<file path="src/verilog/wasm_pkg.sv">
// stream widths, opcode and section codes, control enums and record structs
`default_nettype none

package wasm_pkg;

    typedef logic [63:0] window_t;     // byte 0 in bits 7:0
    typedef logic [7:0]  byte_t;
    typedef logic [31:0] word_t;
    typedef logic [3:0]  advance_t;    // 0..8 bytes per cycle
    typedef logic [2:0]  leb_cnt_t;    // 1..5
    typedef logic [39:0] leb_bytes_t;

    localparam int WINDOW_BYTES  = 8;
    localparam int LEB_MAX_BYTES = 5;

    // "\0asm" followed by version 1, little endian
    localparam window_t WASM_MAGIC_VERSION = 64'h0000_0001_6d73_6100;

    localparam byte_t SEC_CODE = 8'd10;

    localparam byte_t OP_NOP       = 8'h01;
    localparam byte_t OP_END       = 8'h0b;
    localparam byte_t OP_DROP      = 8'h1a;
    localparam byte_t OP_SELECT    = 8'h1b;
    localparam byte_t OP_LOCAL_GET = 8'h20;
    localparam byte_t OP_LOCAL_SET = 8'h21;
    localparam byte_t OP_LOCAL_TEE = 8'h22;
    localparam byte_t OP_LOAD      = 8'h28;
    localparam byte_t OP_STORE     = 8'h36;
    localparam byte_t OP_CONST     = 8'h41;
    localparam byte_t OP_EQZ       = 8'h45;
    localparam byte_t OP_EQ        = 8'h46;
    localparam byte_t OP_NE        = 8'h47;
    localparam byte_t OP_LT_S      = 8'h48;
    localparam byte_t OP_LT_U      = 8'h49;
    localparam byte_t OP_GT_S      = 8'h4a;
    localparam byte_t OP_GT_U      = 8'h4b;
    localparam byte_t OP_LE_S      = 8'h4c;
    localparam byte_t OP_LE_U      = 8'h4d;
    localparam byte_t OP_GE_S      = 8'h4e;
    localparam byte_t OP_GE_U      = 8'h4f;
    localparam byte_t OP_ADD       = 8'h6a;
    localparam byte_t OP_SUB       = 8'h6b;
    localparam byte_t OP_AND       = 8'h71;
    localparam byte_t OP_OR        = 8'h72;
    localparam byte_t OP_SHL       = 8'h74;
    localparam byte_t OP_SHR_S     = 8'h75;
    localparam byte_t OP_SHR_U     = 8'h76;
    localparam byte_t OP_ROTL      = 8'h77;
    localparam byte_t OP_ROTR      = 8'h78;

    typedef enum logic [4:0] {
        alu_add    = 5'd0,
        alu_sub    = 5'd1,
        alu_and    = 5'd2,
        alu_or     = 5'd3,
        alu_select = 5'd4,
        alu_eqz    = 5'd5,
        alu_eq     = 5'd6,
        alu_lt_u   = 5'd7,
        alu_gt_u   = 5'd8,
        alu_le_u   = 5'd9,
        alu_ge_u   = 5'd10,
        alu_lt_s   = 5'd11,
        alu_gt_s   = 5'd12,
        alu_le_s   = 5'd13,
        alu_ge_s   = 5'd14,
        alu_ne     = 5'd15,
        alu_shl    = 5'd16,
        alu_shr_s  = 5'd17,
        alu_shr_u  = 5'd18,
        alu_rotl   = 5'd19,
        alu_rotr   = 5'd20
    } alu_op_e;

    typedef enum logic [1:0] {src_alu, src_mem, src_imm, src_local} push_src_e;

    typedef enum logic [1:0] {imm_none, imm_leb, imm_memarg} imm_kind_e;

    typedef enum logic [2:0] {
        st_module_head, st_section_head, st_skip, st_func_count,
        st_body_size, st_body_locals, st_body_instr, st_halt
    } parse_state_e;

    typedef struct packed {
        logic      known;
        logic      is_end;
        imm_kind_e imm_kind;
        alu_op_e   alu_op;
        logic [1:0] pop_num;
        logic      push_num;
        push_src_e push_src;
        logic      load_en;
        logic      store_en;
        logic      local_get;
        logic      local_set;
    } op_ctrl_t;

    typedef struct packed {
        logic      valid;
        alu_op_e   alu_op;
        logic [1:0] pop_num;
        logic      push_num;
        push_src_e push_src;
        logic      load_en;
        logic      store_en;
        logic      local_get;
        logic      local_set;
        word_t     immediate;
    } exec_t;

endpackage

`default_nettype wire
</file>
<file path="src/verilog/wasm_ctrl_top.sv">
// top level joining the LEB128 decoder, opcode decoder and section parser
`timescale 1ns/1ps
`default_nettype none

module wasm_ctrl_top (
    input  logic               clk,
    input  logic               rst_n,
    input  wasm_pkg::window_t  window,
    input  logic               window_vld,
    output wasm_pkg::advance_t advance,
    output wasm_pkg::exec_t    exec,
    output logic               func_end,
    output logic               header_error,
    output logic               format_error
);

    wasm_pkg::leb_bytes_t leb_bytes;
    wasm_pkg::word_t      leb_value;
    wasm_pkg::leb_cnt_t   leb_cnt;
    wasm_pkg::op_ctrl_t   op_ctrl;

    leb128_decoder u_leb (
        .leb_bytes (leb_bytes),
        .leb_value (leb_value),
        .leb_cnt   (leb_cnt)
    );

    opcode_decoder u_opdec (
        .opcode  (window[7:0]),   // opcode is always the first window byte
        .op_ctrl (op_ctrl)
    );

    section_parser u_parser (
        .clk          (clk),
        .rst_n        (rst_n),
        .window       (window),
        .window_vld   (window_vld),
        .leb_value    (leb_value),
        .leb_cnt      (leb_cnt),
        .op_ctrl      (op_ctrl),
        .leb_bytes    (leb_bytes),
        .advance      (advance),
        .exec         (exec),
        .func_end     (func_end),
        .header_error (header_error),
        .format_error (format_error)
    );

endmodule

`default_nettype wire

</file>
<file path="src/verilog/section_parser.sv">
// module parser FSM with LEB offset select, advance count, skip and function counters
`timescale 1ns/1ps
`default_nettype none

module section_parser (
    input  logic                 clk,
    input  logic                 rst_n,
    input  wasm_pkg::window_t    window,
    input  logic                 window_vld,
    input  wasm_pkg::word_t      leb_value,
    input  wasm_pkg::leb_cnt_t   leb_cnt,
    input  wasm_pkg::op_ctrl_t   op_ctrl,
    output wasm_pkg::leb_bytes_t leb_bytes,
    output wasm_pkg::advance_t   advance,
    output wasm_pkg::exec_t      exec,
    output logic                 func_end,
    output logic                 header_error,
    output logic                 format_error
);

    wasm_pkg::parse_state_e state, state_nxt;
    wasm_pkg::word_t        skip_cnt, skip_nxt;     // bytes left in a skipped section
    wasm_pkg::word_t        func_left, func_nxt;    // bodies left in the code section
    wasm_pkg::advance_t     adv_raw;
    wasm_pkg::advance_t     leb_adv;
    wasm_pkg::byte_t        sec_id;
    logic                   hdr_err_set;
    logic                   fmt_err_set;
    logic                   instr_ok;
    logic [1:0]             leb_off;

    assign sec_id  = window[7:0];
    assign leb_adv = wasm_pkg::advance_t'(leb_cnt);
    assign instr_ok = (state == wasm_pkg::st_body_instr) && op_ctrl.known;

    // LEB field sits after the opcode/id byte, or after the memarg align byte
    always_comb begin
        leb_off = 2'd0;
        if (state == wasm_pkg::st_section_head) begin
            leb_off = 2'd1;
        end else if (state == wasm_pkg::st_body_instr) begin
            leb_off = (op_ctrl.imm_kind == wasm_pkg::imm_memarg) ? 2'd2 : 2'd1;
        end
    end

    always_comb begin
        case (leb_off)
            2'd1:    leb_bytes = window[8 +: 40];
            2'd2:    leb_bytes = window[16 +: 40];
            default: leb_bytes = window[0 +: 40];
        endcase
    end

    always_comb begin
        state_nxt   = state;
        skip_nxt    = skip_cnt;
        func_nxt    = func_left;
        adv_raw     = '0;
        hdr_err_set = 1'b0;
        fmt_err_set = 1'b0;
        unique case (state)
            wasm_pkg::st_module_head: begin
                if (window == wasm_pkg::WASM_MAGIC_VERSION) begin
                    adv_raw   = 4'd8;
                    state_nxt = wasm_pkg::st_section_head;
                end else begin
                    hdr_err_set = 1'b1;
                    state_nxt   = wasm_pkg::st_halt;
                end
            end
            wasm_pkg::st_section_head: begin
                adv_raw = leb_adv + 4'd1;
                if (sec_id == wasm_pkg::SEC_CODE) begin
                    state_nxt = wasm_pkg::st_func_count;
                end else if (leb_value != '0) begin
                    skip_nxt  = leb_value;
                    state_nxt = wasm_pkg::st_skip;
                end
            end
            wasm_pkg::st_skip: begin
                if (skip_cnt < wasm_pkg::word_t'(wasm_pkg::WINDOW_BYTES)) begin
                    adv_raw = wasm_pkg::advance_t'(skip_cnt);
                end else begin
                    adv_raw = wasm_pkg::advance_t'(wasm_pkg::WINDOW_BYTES);
                end
                skip_nxt = skip_cnt - wasm_pkg::word_t'(adv_raw);
                if (skip_nxt == '0) state_nxt = wasm_pkg::st_section_head;
            end
            wasm_pkg::st_func_count: begin
                adv_raw   = leb_adv;
                func_nxt  = leb_value;
                state_nxt = (leb_value == '0) ? wasm_pkg::st_section_head
                                              : wasm_pkg::st_body_size;
            end
            wasm_pkg::st_body_size: begin
                adv_raw   = leb_adv;   // size itself is not needed
                state_nxt = wasm_pkg::st_body_locals;
            end
            wasm_pkg::st_body_locals: begin
                adv_raw = leb_adv;
                if (leb_value != '0) begin
                    fmt_err_set = 1'b1;   // local declarations not supported
                    state_nxt   = wasm_pkg::st_halt;
                end else begin
                    state_nxt = wasm_pkg::st_body_instr;
                end
            end
            wasm_pkg::st_body_instr: begin
                if (!op_ctrl.known) begin
                    fmt_err_set = 1'b1;
                    state_nxt   = wasm_pkg::st_halt;
                end else begin
                    case (op_ctrl.imm_kind)
                        wasm_pkg::imm_leb:    adv_raw = leb_adv + 4'd1;
                        wasm_pkg::imm_memarg: adv_raw = leb_adv + 4'd2;
                        default:              adv_raw = 4'd1;
                    endcase
                    if (op_ctrl.is_end) begin
                        func_nxt  = func_left - 32'd1;
                        state_nxt = (func_left == 32'd1) ? wasm_pkg::st_section_head
                                                         : wasm_pkg::st_body_size;
                    end
                end
            end
            default: adv_raw = '0;   // halt
        endcase
    end

    assign advance  = window_vld ? adv_raw : '0;
    assign func_end = window_vld && instr_ok && op_ctrl.is_end;

    always_comb begin
        exec.valid     = window_vld && instr_ok && !op_ctrl.is_end;
        exec.alu_op    = op_ctrl.alu_op;
        exec.pop_num   = op_ctrl.pop_num;
        exec.push_num  = op_ctrl.push_num;
        exec.push_src  = op_ctrl.push_src;
        exec.load_en   = op_ctrl.load_en;
        exec.store_en  = op_ctrl.store_en;
        exec.local_get = op_ctrl.local_get;
        exec.local_set = op_ctrl.local_set;
        exec.immediate = (op_ctrl.imm_kind == wasm_pkg::imm_none) ? '0 : leb_value;
    end

    always_ff @(posedge clk or negedge rst_n) begin
        if (!rst_n) begin
            state        <= wasm_pkg::st_module_head;
            skip_cnt     <= '0;
            func_left    <= '0;
            header_error <= 1'b0;
            format_error <= 1'b0;
        end else if (window_vld) begin
            state     <= state_nxt;
            skip_cnt  <= skip_nxt;
            func_left <= func_nxt;
            if (hdr_err_set) header_error <= 1'b1;   // sticky
            if (fmt_err_set) format_error <= 1'b1;
        end
    end

endmodule

`default_nettype wire

</file>
<file path="src/verilog/opcode_decoder.sv">
// opcode to stack, ALU, memory and local control record table
`timescale 1ns/1ps
`default_nettype none

module opcode_decoder (
    input  wasm_pkg::byte_t    opcode,
    output wasm_pkg::op_ctrl_t op_ctrl
);

    // stack op that pushes one ALU result
    function automatic wasm_pkg::op_ctrl_t alu_ctrl(
        input wasm_pkg::alu_op_e op,
        input logic [1:0]        pops
    );
        wasm_pkg::op_ctrl_t c;
        c          = '0;
        c.known    = 1'b1;
        c.imm_kind = wasm_pkg::imm_none;
        c.alu_op   = op;
        c.pop_num  = pops;
        c.push_num = 1'b1;
        c.push_src = wasm_pkg::src_alu;
        return c;
    endfunction

    always_comb begin
        op_ctrl          = '0;
        op_ctrl.known    = 1'b1;
        op_ctrl.imm_kind = wasm_pkg::imm_none;
        op_ctrl.alu_op   = wasm_pkg::alu_add;
        op_ctrl.push_src = wasm_pkg::src_alu;
        case (opcode)
            wasm_pkg::OP_NOP:    op_ctrl.pop_num = 2'd0;   // no stack effect
            wasm_pkg::OP_END:    op_ctrl.is_end = 1'b1;
            wasm_pkg::OP_DROP:   op_ctrl.pop_num = 2'd1;
            wasm_pkg::OP_SELECT: op_ctrl = alu_ctrl(wasm_pkg::alu_select, 2'd3);
            wasm_pkg::OP_EQZ:    op_ctrl = alu_ctrl(wasm_pkg::alu_eqz, 2'd1);
            wasm_pkg::OP_EQ:     op_ctrl = alu_ctrl(wasm_pkg::alu_eq, 2'd2);
            wasm_pkg::OP_NE:     op_ctrl = alu_ctrl(wasm_pkg::alu_ne, 2'd2);
            wasm_pkg::OP_LT_S:   op_ctrl = alu_ctrl(wasm_pkg::alu_lt_s, 2'd2);
            wasm_pkg::OP_LT_U:   op_ctrl = alu_ctrl(wasm_pkg::alu_lt_u, 2'd2);
            wasm_pkg::OP_GT_S:   op_ctrl = alu_ctrl(wasm_pkg::alu_gt_s, 2'd2);
            wasm_pkg::OP_GT_U:   op_ctrl = alu_ctrl(wasm_pkg::alu_gt_u, 2'd2);
            wasm_pkg::OP_LE_S:   op_ctrl = alu_ctrl(wasm_pkg::alu_le_s, 2'd2);
            wasm_pkg::OP_LE_U:   op_ctrl = alu_ctrl(wasm_pkg::alu_le_u, 2'd2);
            wasm_pkg::OP_GE_S:   op_ctrl = alu_ctrl(wasm_pkg::alu_ge_s, 2'd2);
            wasm_pkg::OP_GE_U:   op_ctrl = alu_ctrl(wasm_pkg::alu_ge_u, 2'd2);
            wasm_pkg::OP_ADD:    op_ctrl = alu_ctrl(wasm_pkg::alu_add, 2'd2);
            wasm_pkg::OP_SUB:    op_ctrl = alu_ctrl(wasm_pkg::alu_sub, 2'd2);
            wasm_pkg::OP_AND:    op_ctrl = alu_ctrl(wasm_pkg::alu_and, 2'd2);
            wasm_pkg::OP_OR:     op_ctrl = alu_ctrl(wasm_pkg::alu_or, 2'd2);
            wasm_pkg::OP_SHL:    op_ctrl = alu_ctrl(wasm_pkg::alu_shl, 2'd2);
            wasm_pkg::OP_SHR_S:  op_ctrl = alu_ctrl(wasm_pkg::alu_shr_s, 2'd2);
            wasm_pkg::OP_SHR_U:  op_ctrl = alu_ctrl(wasm_pkg::alu_shr_u, 2'd2);
            wasm_pkg::OP_ROTL:   op_ctrl = alu_ctrl(wasm_pkg::alu_rotl, 2'd2);
            wasm_pkg::OP_ROTR:   op_ctrl = alu_ctrl(wasm_pkg::alu_rotr, 2'd2);
            wasm_pkg::OP_CONST: begin
                op_ctrl.imm_kind = wasm_pkg::imm_leb;
                op_ctrl.push_num = 1'b1;
                op_ctrl.push_src = wasm_pkg::src_imm;
            end
            wasm_pkg::OP_LOCAL_GET: begin
                op_ctrl.imm_kind  = wasm_pkg::imm_leb;   // local index
                op_ctrl.push_num  = 1'b1;
                op_ctrl.push_src  = wasm_pkg::src_local;
                op_ctrl.local_get = 1'b1;
            end
            wasm_pkg::OP_LOCAL_SET: begin
                op_ctrl.imm_kind  = wasm_pkg::imm_leb;
                op_ctrl.pop_num   = 2'd1;
                op_ctrl.local_set = 1'b1;
            end
            wasm_pkg::OP_LOCAL_TEE: begin
                op_ctrl.imm_kind  = wasm_pkg::imm_leb;
                op_ctrl.local_set = 1'b1;                // value stays on the stack
            end
            wasm_pkg::OP_LOAD: begin
                op_ctrl.imm_kind = wasm_pkg::imm_memarg;
                op_ctrl.pop_num  = 2'd1;                 // address
                op_ctrl.push_num = 1'b1;
                op_ctrl.push_src = wasm_pkg::src_mem;
                op_ctrl.load_en  = 1'b1;
            end
            wasm_pkg::OP_STORE: begin
                op_ctrl.imm_kind = wasm_pkg::imm_memarg;
                op_ctrl.pop_num  = 2'd2;                 // address and value
                op_ctrl.store_en = 1'b1;
            end
            default: op_ctrl.known = 1'b0;
        endcase
    end

endmodule

`default_nettype wire

</file>
<file path="src/verilog/leb128_decoder.sv">
// combinational unsigned LEB128 decoder, up to five bytes
`timescale 1ns/1ps
`default_nettype none

module leb128_decoder (
    input  wasm_pkg::leb_bytes_t leb_bytes,
    output wasm_pkg::word_t      leb_value,
    output wasm_pkg::leb_cnt_t   leb_cnt
);

    logic [wasm_pkg::LEB_MAX_BYTES*7-1:0] groups;   // all seven-bit groups, low first
    logic                                 stop;

    always_comb begin
        groups  = '0;
        stop    = 1'b0;
        leb_cnt = wasm_pkg::leb_cnt_t'(wasm_pkg::LEB_MAX_BYTES);   // no terminator seen
        for (int i = 0; i < wasm_pkg::LEB_MAX_BYTES; i++) begin
            if (!stop) begin
                groups[i*7 +: 7] = leb_bytes[i*8 +: 7];
                if (!leb_bytes[i*8+7]) begin   // continuation bit clear
                    stop    = 1'b1;
                    leb_cnt = wasm_pkg::leb_cnt_t'(i + 1);
                end
            end
        end
        // upper bits of the fifth group fall outside u32
        leb_value = groups[31:0];
    end

endmodule

`default_nettype wire

</file>
<file path="config.mk">
export PLATFORM = sky130hd
export DESIGN_NAME = wasm_ctrl_top
export DESIGN_NICKNAME = d
export VERILOG_FILES = /design/src/verilog/wasm_pkg.sv /design/src/verilog/wasm_ctrl_top.sv /design/src/verilog/section_parser.sv /design/src/verilog/opcode_decoder.sv /design/src/verilog/leb128_decoder.sv
export SDC_FILE = /design/constraint.sdc
export NUM_CORES = 1
export LEC_CHECK = 0
export ABC_AREA = 1
export BUFFER_PORTS_ARGS = -buffer_cell sky130_fd_sc_hd__buf_2
export CORE_MARGIN = 2
export CORE_UTILIZATION = 50
export CTS_CLUSTER_DIAMETER = 60
export DETAILED_ROUTE_END_ITERATION = 16
export GPL_TIMING_DRIVEN = 0
export PLACE_DENSITY_LB_ADDON = 0.2
export SETUP_SLACK_MARGIN = 0.05
export SLEW_MARGIN = 15
export SYNTH_ARGS = -nofsm -noshare
export SYNTH_HDL_FRONTEND = slang
export SYNTH_SLANG_ARGS = --single-unit
</file>
<file path="constraint.sdc">
create_clock -name clk -period 3.99 [get_ports clk]
set_input_delay 0.798 -clock clk [delete_from_list [all_inputs] [get_ports clk]]
set_output_delay 0.798 -clock clk [all_outputs]
set_load 0.02 [all_outputs]
</file>
==> flow_metrics.tcl <==
set metrics [dict create \
    grt_pass1_wl_um 46800 \
    syn_area_per_cell_um2 6.094 \
    clock_latency_ns 0.35 \
    synth_edf_count 0 \
    core.rowCount 44 \
    start_util 0.5124 \
    hold_violations 0 \
    r2r-start "u_parser.skip_cnt[4]" \
    cts_sinks 69 \
    cts_tree "built" \
    cts-root-buf "clkbuf_16" \
    p_total_mw 7.139 \
    crit_start "window[0]" \
    fin_crit_ns 4.307 \
    r2r_end "u_parser.state[0]" \
    die_w_um 126.0 \
    finalWirelength_um 30450 \
    gp_congestion 1.019 \
    areaGrowthSynthToFinish_pct 32.43 \
    numCtsBuffers 9 \
    synth-seq-cells 69 \
    worst_slew_pin_slew_ns 0.7727 \
    status "finished with violations" \
    fin_skew_ns 0.008791 \
    crit_path_end "advance[1]" \
    synth_top_area_frac 0.2319 \
    drive_above_1_share 0.2871 \
    grt_max_degree 55 \
    vias 9463 \
    pre_cts_ws_ns -0.8191 \
    leakage_nw 4.930 \
    hpwlAfterDp_um 22900 \
    synth_seq_area_share 0.2319 \
    synth_area_leader_cell "dfrtp_1" \
    cp-end-kind "output port" \
    cts_hold_buf 0 \
    clk_pin_slew_ns 0.06 \
    io_buffers 120 \
    gr-total-overflow 0 \
    core_area_mm2 0.01453 \
    nets 1490 \
    viasPerCell 5.896 \
    yosysWarnings 0 \
    wl_per_cell_um 18.97 \
    powerDensity_mw_per_mm2 723.9 \
    antenna_found_initial 0 \
    instances_no_fill 1605 \
    grt_pass1_vias 8898 \
    cts_buffer_depth 2 \
    critical_path_class "input pin to output port" \
    dr.first_iter.drc_count 1006 \
    rrSetupSlack_ns 0.80 \
    rsz0062_at_grt "true" \
    fin_crit_sh 1.079 \
    maxCapViolCount 0 \
    hp-class "input pin to async pin" \
    drc 0 \
    rr_worst_depth 24 \
    slew-limit-headroom 0.4849 \
    setup_viol 5 \
    final.setup.worst_slack_ns -0.3172 \
    fin_hold_ws_ns 0.3190 \
    ys_top_cells_by_area "dfrtp_1 23%, nand2_1 17%, nor2_1 9.8%" \
    grtUsageTotal 0.3694 \
    antenna_left 0 \
    htreeDepth 3 \
    pin_count 121 \
    placedCellCount 1527 \
    synthDistinctLibCells 55 \
    arrival_ns 3.51 \
    syn_nets 1296 \
    cp_max_fo 7 \
    peakVddDrop_mv 0.3453 \
    synth_flop_cell "dfrtp_1" \
    synthCells 1222 \
    worst_setup_path_start_kind "input pin" \
    fmax_mhz 232.2 \
    antenna_cells 0 \
    ys_async_sr_fraction 1.000 \
    failed_checks "setup timing" \
    first_pass_iters 6 \
    die_h_um 126.0 \
    required_ns 3.19 \
    drv_slew 0 \
    die_area_mm2 0.01589 \
    fillerInstances 1310 \
    syn-cell-area_mm2 0.007447 \
]
how the worst min path moves through the flow:
| stage | end |
|---|---|
| after floorplan | u_parser.func_left[7] |
| after global placement | u_parser.format_error |
| after detailed placement | u_parser.header_error |
| after CTS | u_parser.func_left[17] |
| after global routing | u_parser.func_left[13] |
| final | u_parser.func_left[17] |
state kept, by name, indices dropped and copies added, names as in the netlist:
register	cells
u_parser.format_error	1
u_parser.header_error	1
u_parser.skip_cnt	32
u_parser.func_left	32
u_parser.state	3
per-layer routing:
layer  vias to the layer above  global-route usage  wire, um  part of all wire
li1                       4436                   -         -                 -
met4                         0              0.1642      1380             0.045
met1                      4360              0.4806     12180              0.40
met5                         -                   0         0                 0
met3                       104             0.06585      2749             0.090
met2                       563              0.6009     14130              0.46
per-stage QoR:
step / instance area [um2] / utilization / setup TNS, ns
final: 9862 / 0.6785 / -0.8915
after CTS: 9498 / 0.6535 / -0.6588
after global placement: 8404 / 0.5783 / -19.42
after global routing: 9862 / 0.6785 / -1.761
after floorplan: 7574 / - / -0.1454
after detailed placement: 8434 / 0.5803 / -19.73
cells in the final DEF, fill, tap and decap left out, types with 12 or more instances in the layout:
cell type,n
nor4_1,24
nand2_1,300
nor2_4,15
inv_1,138
nor2_2,12
clkbuf_1,18
nand2_2,31
nor2_1,174
inv_2,12
o21ai_2,47
o211ai_2,14
a21oi_1,29
xor2_1,14
nor3_1,22
o21ai_0,51
buf_4,69
nand4_1,30
o211ai_1,21
buf_2,99
nand3_1,54
dfrtp_1,69
o21ai_1,20
buf_6,27
power by group:
| group | internal, mW | switching (mW) |
|---|---|---|
| combinational | 1.62 | 3.29 |
| clock | 0.602 | 0.334 |
| sequential | 0.991 | 0.298 |
| total | 3.21 | 3.93 |
layout make-up:
cell class,instances,area [um2],area share
plain buffers,42,295.3,0.02994
flip-flops and latches,69,1727,0.1751
repair buffers,183,1304,0.1322
well taps,184,230.2,0.02334
clock buffers,12,266.5,0.02702
inverters,161,654.4,0.06635
clock inverters,4,77.57,0.007866
multi-input cells,950,5308,0.5382
cell usage after synthesis (all sizes together) (14+ instances only):
library cell  instances
o21ai               119
nand2               342
nor2                201
nor3                 26
o211ai               35
inv                 160
nand3                60
buf                  24
nor4                 25
a21oi                36
nand4                31
xor2                 14
clkbuf               18
dfrtp                69
cells by family after synthesis:
family	share of synthesized area
and+or+nand+nor	0.4009
other	0.0005035
xor gates and xnor gates	0.01764
AOI/OAI and AO/OA	0.2211
buffers and inverters	0.1163
DFF	0.2319
adders and majority gates	0.01176
timing repair:
item | in CTS | in global routing
setup endpoints to repair | 43 | 63
gates resized for setup | 106 | 59
endpoints found under the hold margin | 0 | 0
pin swaps | 34 | 27
setup buffers | 38 | 24
worst max-delay path: stages:
cell and delay (ns):
buf_12 0.12, buf_12 0.12, nor2_4 0.10, nand2_2 0.09, nor4_4 0.25, nor2_4 0.10, inv_2 0.08, ha_4 0.17
inv_4 0.04, nor2_4 0.20, nand2_2 0.10, nand3_4 0.10, nand2_4 0.07, inv_4 0.08, nand2_8 0.07, nand2_4 0.07
inv_4 0.04, ha_4 0.23, nand2_2 0.05, o21ai_2 0.05, a221oi_2 0.36, nor2_2 0.08, buf_6 0.14
Power figures use the tool's default switching activity.
